`src/hdl/bridge_defines.svh`:
```
`ifndef BRIDGE_DEFINES_SVH
`define BRIDGE_DEFINES_SVH

`define ADDR_WIDTH 32
`define DATA_WIDTH 32

`define NUM_SLAVES 3
`define REG_DEPTH 16

// peripheral regions, 64 MB each
`define SLAVE_BASE0 32'h8000_0000
`define SLAVE_BASE1 32'h8400_0000
`define SLAVE_BASE2 32'h8800_0000
`define REGION_BITS 26

`endif

```
`src/hdl/bridgePkg.sv`:
```
`default_nettype none
`include "bridge_defines.svh"

package bridgePkg;

	typedef enum logic [1:0]
	{
		IDLE   = 2'b00,
		BUSY   = 2'b01,
		NONSEQ = 2'b10,
		SEQ    = 2'b11
	} htransT;

	typedef enum logic [2:0]
	{
		stIdle     = 3'b000,
		stWwait    = 3'b001,
		stRead     = 3'b010,
		stWrite    = 3'b011,
		stWritep   = 3'b100,
		stRenable  = 3'b101,
		stWenable  = 3'b110,
		stWenablep = 3'b111
	} apbStateT;

	typedef logic [`ADDR_WIDTH-1:0] addrT;
	typedef logic [`DATA_WIDTH-1:0] dataT;
	typedef logic [`NUM_SLAVES-1:0] selT; // one-hot peripheral select

endpackage

`default_nettype wire

```
`src/hdl/ahbSlaveInterface.sv`:
```
`timescale 1ns/10ps
`default_nettype none
`include "bridge_defines.svh"

module ahbSlaveInterface
(
	input  wire logic              Hclk,
	input  wire logic              Hresetn,
	input  wire logic              Hwrite,
	input  wire logic              Hreadyin,
	input  wire bridgePkg::htransT Htrans,
	input  wire bridgePkg::addrT   Haddr,
	input  wire bridgePkg::dataT   Hwdata,
	output logic                   valid,
	output logic                   Hwritereg,
	output bridgePkg::addrT        Haddr1,
	output bridgePkg::addrT        Haddr2,
	output bridgePkg::dataT        Hwdata1,
	output bridgePkg::selT         tempSel
);
	import bridgePkg::*;

	localparam addrT regionBase [`NUM_SLAVES] = '{`SLAVE_BASE0, `SLAVE_BASE1, `SLAVE_BASE2};

	logic activeTrans;

	// BUSY and IDLE never start a transfer
	assign activeTrans = (Htrans == NONSEQ) || (Htrans == SEQ);

	always_comb
	begin
		for (int i = 0; i < `NUM_SLAVES; i++)
		begin
			tempSel[i] = (Haddr[`ADDR_WIDTH-1:`REGION_BITS] ==
				regionBase[i][`ADDR_WIDTH-1:`REGION_BITS]);
		end
	end

	// unmapped addresses never reach the controller
	assign valid = Hreadyin && activeTrans && (|tempSel);

	always_ff @(posedge Hclk)
	begin
		if (!Hresetn)
			Hwritereg <= 1'b0;
		else if (valid)
			Hwritereg <= Hwrite; // direction of newest accepted transfer
	end

	// two-deep address pipeline, shifts only on accepted transfers
	always_ff @(posedge Hclk)
	begin
		if (valid)
		begin
			Haddr1 <= Haddr;
			Haddr2 <= Haddr1;
		end
	end

	always_ff @(posedge Hclk)
	begin
		if (Hreadyin)
			Hwdata1 <= Hwdata; // data phase completes on this edge
	end

endmodule

`default_nettype wire

```
`src/hdl/apbController.sv`:
```
`timescale 1ns/10ps
`default_nettype none
`include "bridge_defines.svh"

module apbController
(
	input  wire logic            Hclk,
	input  wire logic            Hresetn,
	input  wire logic            valid,
	input  wire logic            Hwrite,
	input  wire logic            Hwritereg,
	input  wire bridgePkg::addrT Haddr,
	input  wire bridgePkg::addrT Haddr1,
	input  wire bridgePkg::addrT Haddr2,
	input  wire bridgePkg::dataT Hwdata,
	input  wire bridgePkg::dataT Hwdata1,
	input  wire bridgePkg::selT  tempSel,
	output logic                 Pwrite,
	output logic                 Penable,
	output bridgePkg::selT       Psel,
	output bridgePkg::addrT      Paddr,
	output bridgePkg::dataT      Pwdata,
	output logic                 Hreadyout
);
	import bridgePkg::*;

	apbStateT state, nextState;
	selT sel1, sel2;
	logic twoPending;
	logic pwriteNext, penableNext, readyNext;
	selT pselNext;
	addrT paddrNext;
	dataT pwdataNext;

	always_ff @(posedge Hclk)
	begin
		if (!Hresetn)
			state <= stIdle;
		else
			state <= nextState;
	end

	// selects follow the interface address pipeline
	always_ff @(posedge Hclk)
	begin
		if (valid)
		begin
			sel1 <= tempSel;
			sel2 <= sel1;
		end
	end

	// a second transfer was taken while the pending write finished its data phase
	always_ff @(posedge Hclk)
	begin
		if (!Hresetn)
			twoPending <= 1'b0;
		else if (state == stWritep)
			twoPending <= valid;
	end

	always_comb
	begin
		nextState = stIdle;
		case (state)
			stIdle, stRenable, stWenable:
			begin
				if (valid)
					nextState = Hwrite ? stWwait : stRead;
			end
			stWwait:    nextState = valid ? stWritep : stWrite;
			stRead:     nextState = stRenable;
			stWrite:    nextState = stWenable;
			stWritep:   nextState = stWenablep;
			stWenablep:
			begin
				if (twoPending)
					nextState = stWritep;
				else if (Hwritereg)
					nextState = stWrite;
				else
					nextState = stRead;
			end
			default:    nextState = stIdle;
		endcase
	end

	always_comb
	begin
		pselNext = Psel;
		penableNext = 1'b0;
		pwriteNext = Pwrite;
		paddrNext = Paddr;
		pwdataNext = Pwdata;
		readyNext = 1'b1;
		case (state)
			stIdle, stRenable, stWenable:
			begin
				pselNext = '0;
				if (valid && !Hwrite)
				begin
					pselNext = tempSel; // read setup straight from the bus
					pwriteNext = 1'b0;
					paddrNext = Haddr;
					readyNext = 1'b0;
				end
			end
			stWwait:
			begin
				pselNext = sel1;
				pwriteNext = 1'b1;
				paddrNext = Haddr1;
				pwdataNext = Hwdata;
				readyNext = valid && Hwrite; // a pending read must wait
			end
			stRead, stWrite:
				penableNext = 1'b1;
			stWritep:
			begin
				penableNext = 1'b1;
				readyNext = 1'b0;
			end
			stWenablep:
			begin
				pwriteNext = twoPending || Hwritereg;
				readyNext = twoPending && Hwritereg;
				pwdataNext = Hwdata1;
				if (twoPending)
				begin
					pselNext = sel2; // older write sits behind the newest one
					paddrNext = Haddr2;
				end
				else
				begin
					pselNext = sel1;
					paddrNext = Haddr1;
				end
			end
			default:
				pselNext = '0;
		endcase
	end

	always_ff @(posedge Hclk)
	begin
		if (!Hresetn)
		begin
			Psel <= '0;
			Penable <= 1'b0;
			Pwrite <= 1'b0;
			Hreadyout <= 1'b1;
		end
		else
		begin
			Psel <= pselNext;
			Penable <= penableNext;
			Pwrite <= pwriteNext;
			Hreadyout <= readyNext;
		end
	end

	always_ff @(posedge Hclk)
	begin
		Paddr <= paddrNext;
		Pwdata <= pwdataNext;
	end

endmodule

`default_nettype wire

```
`src/hdl/apbRegSlave.sv`:
```
`timescale 1ns/10ps
`default_nettype none
`include "bridge_defines.svh"

module apbRegSlave
(
	input  wire logic            Hclk,
	input  wire logic            Hresetn,
	input  wire logic            psel,
	input  wire logic            Penable,
	input  wire logic            Pwrite,
	input  wire bridgePkg::addrT Paddr,
	input  wire bridgePkg::dataT Pwdata,
	output bridgePkg::dataT      Prdata
);
	import bridgePkg::*;

	localparam int idxBits = $clog2(`REG_DEPTH);

	dataT regFile [`REG_DEPTH];
	logic [idxBits-1:0] regIdx;

	assign regIdx = Paddr[idxBits+1:2]; // word addressed

	always_ff @(posedge Hclk)
	begin
		if (!Hresetn)
		begin
			for (int i = 0; i < `REG_DEPTH; i++)
				regFile[i] <= '0;
		end
		else if (psel && Penable && Pwrite)
		begin
			regFile[regIdx] <= Pwdata; // commit at end of enable
		end
	end

	// zero when idle so the mux can simply OR the slaves
	assign Prdata = psel ? regFile[regIdx] : '0;

endmodule

`default_nettype wire

```
`src/hdl/readDataMux.sv`:
```
`timescale 1ns/10ps
`default_nettype none
`include "bridge_defines.svh"

module readDataMux
(
	input  wire bridgePkg::selT  Psel,
	input  wire bridgePkg::dataT Prdata [`NUM_SLAVES],
	input  wire logic            Hclk,
	input  wire logic            Hresetn,
	output bridgePkg::dataT      Hrdata
);
	import bridgePkg::*;

	dataT selData;
	dataT heldData;

	always_comb
	begin
		selData = '0;
		for (int i = 0; i < `NUM_SLAVES; i++)
		begin
			if (Psel[i])
				selData = selData | Prdata[i];
		end
	end

	always_ff @(posedge Hclk)
	begin
		if (!Hresetn)
			heldData <= '0;
		else if (|Psel)
			heldData <= selData; // last value seen on the APB side
	end

	assign Hrdata = (|Psel) ? selData : heldData;

endmodule

`default_nettype wire

```
`src/hdl/bridgeTop.sv`:
```
`timescale 1ns/10ps
`default_nettype none
`include "bridge_defines.svh"

module bridgeTop
(
	input  wire logic              Hclk,
	input  wire logic              Hresetn,
	input  wire logic              Hwrite,
	input  wire logic              Hreadyin,
	input  wire bridgePkg::htransT Htrans,
	input  wire bridgePkg::addrT   Haddr,
	input  wire bridgePkg::dataT   Hwdata,
	output wire logic              Hreadyout,
	output wire bridgePkg::dataT   Hrdata
);
	import bridgePkg::*;

	logic valid;
	logic Hwritereg;
	logic Pwrite;
	logic Penable;
	addrT Haddr1;
	addrT Haddr2;
	addrT Paddr;
	dataT Hwdata1;
	dataT Pwdata;
	selT tempSel;
	selT Psel;
	dataT Prdata [`NUM_SLAVES];

	ahbSlaveInterface uAhbIf
	(
		.Hclk, .Hresetn, .Hwrite, .Hreadyin, .Htrans, .Haddr, .Hwdata,
		.valid, .Hwritereg, .Haddr1, .Haddr2, .Hwdata1, .tempSel
	);

	apbController uCtrl
	(
		.Hclk, .Hresetn, .valid, .Hwrite, .Hwritereg, .Haddr, .Haddr1, .Haddr2,
		.Hwdata, .Hwdata1, .tempSel,
		.Pwrite, .Penable, .Psel, .Paddr, .Pwdata, .Hreadyout
	);

	for (genvar i = 0; i < `NUM_SLAVES; i++)
	begin : gSlave
		apbRegSlave uSlave
		(
			.Hclk, .Hresetn, .psel(Psel[i]), .Penable, .Pwrite, .Paddr, .Pwdata,
			.Prdata(Prdata[i])
		);
	end

	readDataMux uMux
	(
		.Psel, .Prdata, .Hclk, .Hresetn, .Hrdata
	);

endmodule

`default_nettype wire

```
`config.mk`:
```
export PLATFORM = sky130hd
export DESIGN_NAME = bridgeTop
export DESIGN_NICKNAME = d
export VERILOG_FILES = /design/src/hdl/bridgePkg.sv /design/src/hdl/ahbSlaveInterface.sv /design/src/hdl/apbController.sv /design/src/hdl/apbRegSlave.sv /design/src/hdl/readDataMux.sv /design/src/hdl/bridgeTop.sv
export VERILOG_INCLUDE_DIRS = /design/src /design/src/hdl
export SDC_FILE = /design/constraint.sdc
export NUM_CORES = 2
export LEC_CHECK = 0
export ABC_AREA = 1
export ABC_CLOCK_PERIOD_IN_PS = 3100
export BUFFER_PORTS_ARGS = -buffer_cell sky130_fd_sc_hd__buf_4
export CELL_PAD_IN_SITES_DETAIL_PLACEMENT = 1
export CELL_PAD_IN_SITES_GLOBAL_PLACEMENT = 2
export CORE_MARGIN = 2
export CORE_UTILIZATION = 40
export DETAILED_ROUTE_END_ITERATION = 10
export PLACE_DENSITY_LB_ADDON = 0.1
export SLEW_MARGIN = 20
export SYNTH_ARGS = -nofsm -noshare
export SYNTH_HDL_FRONTEND = slang
export SYNTH_SLANG_ARGS = --single-unit
export TNS_END_PERCENT = 100
```
`constraint.sdc`:
```
create_clock -name Hclk -period 3.1 [get_ports Hclk]
set_input_delay 0.31 -clock Hclk [delete_from_list [all_inputs] [get_ports Hclk]]
set_output_delay 0.31 -clock Hclk [all_outputs]
set_load 0.005 [all_outputs]
```
=== Word level (Yosys, flattened, before mapping) ===
Memory sizes are Yosys's and may differ from the RTL's. A register that Yosys moved wholly into a read port is not among the register bits.
Index checks and enable logic that the tools add are counted.

* Output and inout port bits: 33
* Memories: 3
* Memory bits (writable): 1,536
* Bits in registers: 131

* Equal/unequal tests: 13
* Bitwise gates (word level): 2
* Muxes and demuxes: 46
* Reductions and logical operators: 25

{| class="wikitable"
|+ Memory list
! name !! words !! bits a word !! rd ports !! clocked after Yosys merged registers in !! write ports !! RTL line !! source
|-
| gSlave[0].uSlave.regFile || 16 || 32 || 1 || 1 || 16 || apbRegSlave.sv:20 || <nowiki>dataT regFile [`REG_DEPTH];</nowiki>
|-
| gSlave[1].uSlave.regFile || 16 || 32 || 1 || 1 || 16 || apbRegSlave.sv:20 ||
|-
| gSlave[2].uSlave.regFile || 16 || 32 || 1 || 1 || 16 || apbRegSlave.sv:20 ||
|}

{| class="wikitable"
|+ Operators with widths
! operator !! count
|-
| 32-bit 2-to-1 mux || 9
|-
| 32-bit OR reduction || 3
|-
| 32-bit bitwise OR || 2
|-
| 32-bit one-hot mux with 2 select lines || 1
|-
| 4-bit 2-to-1 mux || 6
|-
| 6-bit == test, second input constant || 3
|-
| 3-bit one-hot mux with 6 select lines || 1
|-
| 6-bit one-hot mux with 3 select lines || 1
|-
| 1-bit 2-to-1 mux || 17
|-
| 3-bit 2-to-1 mux || 5
|-
| 3-bit == test, second input constant || 4
|-
| 6-bit 2-to-1 mux || 2
|-
| 3-bit OR reduction || 4
|-
| 1-bit logical AND || 11
|-
| 3-bit one-hot mux with 3 select lines || 1
|-
| 3-bit by 2-bit == test with 1-bit output, second input constant || 2
|-
| 2-bit == test, second input constant || 2
|-
| 1-bit one-hot mux with 4 select lines || 1
|-
| 3-bit by 1-bit == test with 1-bit output, second input constant || 1
|-
| 3-bit logical NOT || 1
|-
| 1-bit one-hot mux with 3 select lines || 1
|-
| 3-bit nonzero test || 1
|-
| 1-bit logical OR || 2
|-
| 2-bit 2-to-1 mux || 1
|-
| other kinds (4) || 4
|}

=== Depth between registers and ports, before layout ===
* Depth in word-level cells: 8
* Mapped depth: 15

=== By module ===
A second synthesis with hierarchy kept.

* Cell total of the unflattened synthesis: 8,961
* Area, all modules: 79,837.8 um^2

{| class="wikitable"
|+ Modules (own cells, without submodules)
! module !! times used !! area an instance (um^2) !! cells each !! sequential area each (um^2)
|-
| apbRegSlave (gSlave[1].uSlave ...) || 2 || 23,706.5 || 2,693 || 15,374.7
|-
| apbRegSlave (gSlave[0].uSlave) || 1 || 23,690.2 || 2,693 || 15,374.7
|-
| apbController || 1 || 3,689.8 || 417 || 2,302.2
|-
| ahbSlaveInterface || 1 || 3,024.2 || 121 || 2,902.8
|-
| readDataMux || 1 || 2,020.7 || 344 || 640.6
|}

=== Worst setup path after synthesis ===
Ideal clock, no wire load.

* Path kind: reg-to-reg
* Start point: reg uCtrl.Psel[0]
* End point: mem gSlave[0].uSlave.regFile[10][0] (netlist bit), enable pin
* Slack: 0.736 ns
* Clock period less this slack: 2.364 ns
* Data arrival time: 1.974 ns
* Data required time: 2.711 ns
* Stages on the path, launching flop included: 8
* Cells stage by stage: dfxtp_1 buf_2 inv_1 nor2_1 buf_2 nand2_1 buf_2 nand2_1

{| class="wikitable"
|+ RTL lines
! element !! RTL line !! source
|-
| start: declaration || apbController.sv:20 || <nowiki>output bridgePkg::selT Psel,</nowiki>
|-
| start signal: assignment || apbController.sv:155 || <nowiki>Psel <= pselNext;</nowiki>
|-
| end: declaration || apbRegSlave.sv:20 ||
|}

==> results.py <==
metrics = {
    "detailed_routing": {
        "drcViolationCount": 0,
        "first_pass_iters": 6,
        "vias_per_cell": 5.24,
        "wl_per_cell_um": 25.0,
        "dr.first_iter.drc_count": 5232,
        "antenna_left": 0,
        "num_vias": 60900,
        "wirelength_mm": 290,
    },
    "sta": {
        "max_freq_ghz": 0.296,
        "tightest_slew_ns": 1.01,
        "fin_crit_sh": 1.09,
        "drv_slew": 0,
        "rsz0062_at_grt": "yes",
        "fin_ws_ns": -0.278,
        "setup_viol": 32,
        "slew_headroom": 0.325,
        "skew_ns": 0.0343,
        "hold_viol": 0,
        "finalCriticalPeriod_ns": 3.38,
    },
    "yosys": {
        "syn_area_um2": 78500,
        "yosys-top-cells-area": "edfxtp_1 62%, nand2_1 12%, nor2_1 8.1%, nand3_1 6.8%, inv_1 5.3%",
        "ys_ff_latch": 1665,
        "synth_nets": 8839,
        "synth_cells": 8769,
        "synth.avg_cell_area_um2": 8.95,
        "ys_seq_area_frac": 0.631,
        "synth_cell_types": 28,
        "synth_top_area_cell": "edfxtp_1",
        "yosys_warnings": 0,
        "synth_top_cell_area_share": 0.619,
    },
    "critical_path": {
        "cp.arrival_ns": 3.07,
        "crit_slowest_cell": "dfxtp_4",
        "critPathKind": "reg2out",
        "cpMostUsedCell": "nand2_1",
        "worst-path-buf-inv": 7,
        "cp_cell_sequence": "buf_12 -> clkinv_16 -> buf_16 -> buf_6 -> clkbuf_16 -> nand2_1 -> nand2_1 -> nand2_1 -> nand3_2 -> nand3_4 -> nand2_2 -> nand2_4 -> nand2_4 -> nor2_4 -> inv_1 -> buf_4",
        "ff2ff_setup_slack_ns": 0.65,
        "worst_setup_path_start_kind": "flip-flop",
        "cp_data_required_time_ns": 2.79,
        "critPathMaxStageDelay_ns": 0.37,
        "reg2regPathDepth": 17,
        "crit_path_end_kind": "primary output",
        "cp_top_family": "buffers and inverters",
        "timing.rr.end": "uMux.heldData[24]",
        "path_max_fanout": 9,
    },
    "floorplan": {
        "core_um2": 195000,
        "die-width_um": 447,
        "die_h_um": 447,
        "die_area_um2": 200000,
        "ios": 103,
        "rows": 162,
        "start_util": 0.403,
    },
    "grt": {
        "grt-ovfl-total": 0,
        "grt_pass1_vias": 61200,
        "grt_pass1_wl_mm": 411,
        "gr-usage-all-layers": 0.283,
        "grt_antenna_before_repair": 5,
        "grt_max_degree": 97,
    },
    "placement": {
        "place_area_um2": 82700,
        "dpl.cell_count": 11100,
        "hpwlAfterDp_mm": 168,
        "place_ws_ns": 0.160,
        "port_buffers": 79,
        "routabilityCongestion": 0.856,
    },
    "outcome": {
        "violations": "setup timing",
        "status": "finished with violations",
    },
    "clock_tree": {
        "cts-root-buf": "clkbuf_16",
        "clk_latency_ns": 0.84,
        "cts_max_path_buffers": 3,
        "cts.sinks": 1665,
        "cts_buffers": 189,
        "cts_max_level": 4,
        "clkTransAtPathRegs_ns": 0.06,
        "tritoncts": "built",
    },
    "worst_hold_path": {
        "hp-class": "in2reg",
        "holdPathEnd": "uAhbIf.Hwdata1[14]",
        "whs_path_depth": 2,
        "holdCritStartpoint": "Hreadyin",
    },
    "finish": {
        "syn_to_final_growth_pct": 19.4,
        "final_cells": 11600,
        "seqCellArea_um2": 49500,
        "multi_input_comb_area_um2": 23600,
        "final_area_um2": 93700,
        "nNetsFinal": 8928,
        "drive_gt1_frac": 0.129,
        "fill_cells": 22000,
    },
    "pwr": {
        "power.share.clock": 0.263,
        "total_leakage_power_nw": 41.3,
        "p_int_mw": 49.5,
        "seq_power_share": 0.318,
        "swShare": 0.397,
        "p_per_area_nw_per_um2": 876,
        "vdd_drop_max_mv": 0.776,
        "p_switching_mw": 32.6,
        "p_comb_frac": 0.419,
    },
    "flow_run": {
        "max_cap_violations": 0,
    },
}
layer usage:
layer  track usage  up-vias  part of all wire
li1              -    27800                 -
met1         0.384    31100              0.43
met2         0.465     1610              0.48
met3        0.0335      377             0.054
met4         0.106        0             0.038
met5             0        -                 0
metrics by stage:
stage                util  power [mW]  setup TNS [ns]  hold slack, ns
detailed placement  0.424        53.1               0           0.438
global placement    0.424        52.6               0           0.426
floorplan               -        42.1               0           0.409
finish              0.481        82.1           -7.34           0.151
global route        0.481        85.6          -10.78           0.128
CTS                 0.469        78.6           -9.71          0.0651
layout make-up:
type | count | share of cell area
Tap cell | 2624 | 0.0350
Clock inverter | 85 | 0.00717
Inverter | 1115 | 0.0454
Timing Repair inverter | 4 | 0.000601
Timing Repair Buffer | 551 | 0.0766
Clock buffer | 256 | 0.0547
Multi-Input combinational cell | 5332 | 0.252
Antenna cell | 3 | 0.0000801
Sequential cell | 1665 | 0.529
power groups by stage:
stage	logic, mW	registers, mW	clock network (mW)
floorplan	15.7	26.4	0
detailed placement	26.5	26.6	0
CTS	30.5	26.2	22.0
global route	36.6	26.2	22.7
finish	34.4	26.1	21.6
global placement	26.1	26.6	0
how the worst max path moves through the flow:
stage	startpoint	endpoint	slack, ns	cells after the start
finish	flip-flop	Hrdata[27]	-0.28	16
global route	flip-flop	Hrdata[7]	-0.39	15
CTS	flip-flop	Hrdata[6]	-0.41	14
detailed placement	flip-flop	Hrdata[7]	0.16	13
global placement	flip-flop	Hrdata[17]	0.18	13
floorplan	uCtrl.Psel[0]	gSlave[0].uSlave.regFile[10][0]	0.74	7
logic make-up after synthesis:
logic type	share of synthesized area
and+or+nand+nor	0.269
buffers and inverters	0.0957
DFF	0.631
AOI/OAI and AO/OA	0.00402
cell usage after synthesis (all sizes together):
cell type and n:
a211oi 1, a21oi 4, a31oi 3, a41oi 1, buf 357, clkbuf 300
clkinv 2, dfxtp 47, edfxtp 1618, inv 1113, nand2 2502, nand3 1063
nand3b 1, nand4 5, nor2 1697, nor3 4, o21a 1, o21ai 49
o31ai 1
sequential cells by signal, indices dropped and copies added, names as in the netlist, named ones only:
| register | flops |
|---|---|
| uCtrl.Paddr | 4 |
| uCtrl.Penable | 1 |
| uCtrl.sel1 | 3 |
| uAhbIf.Hwdata1 | 32 |
| uMux.heldData | 32 |
| uCtrl.Pwrite | 1 |
| uAhbIf.Haddr1 | 4 |
| uCtrl.twoPending | 1 |
| uCtrl.Pwdata | 32 |
| uCtrl.sel2 | 3 |
| gSlave.uSlave.regFile | 1536 |
| uAhbIf.Haddr2 | 4 |
| uCtrl.state | 3 |
| uCtrl.Hreadyout | 1 |
| uCtrl.Psel | 3 |
| uAhbIf.Hwritereg | 1 |
timing repair:
item	in CTS	in global routing
gates cloned	18	37
endpoints found under the hold margin	80	0
hold buffers	49	0
buffers inserted	27	49
pin swaps	27	102
resized for setup	388	259
endpoints found under the setup margin	32	32
layout by cell type, fill, tap and decap left out, types with 4 or more instances in the layout:
cell type      count
a21oi_1            4
buf_12           106
buf_16            41
buf_4            277
buf_6             37
buf_8             10
bufinv_16         10
clkbuf_1          56
clkbuf_16        221
clkbuf_8           8
clkinv_1          42
clkinv_2          26
dfxtp_1           42
dfxtp_4            4
dlygate4sd3_1     49
edfxtp_1        1618
inv_1           1068
inv_2             42
inv_6              7
nand2_1         2328
nand2_2           99
nand2_4           75
nand3_1          916
nand3_2          101
nand3_4           46
nand4_1            5
nor2_1          1661
nor2_2             7
nor2_4            29
o21ai_0           38
o21ai_1           11
Power figures use the tool's default switching activity.
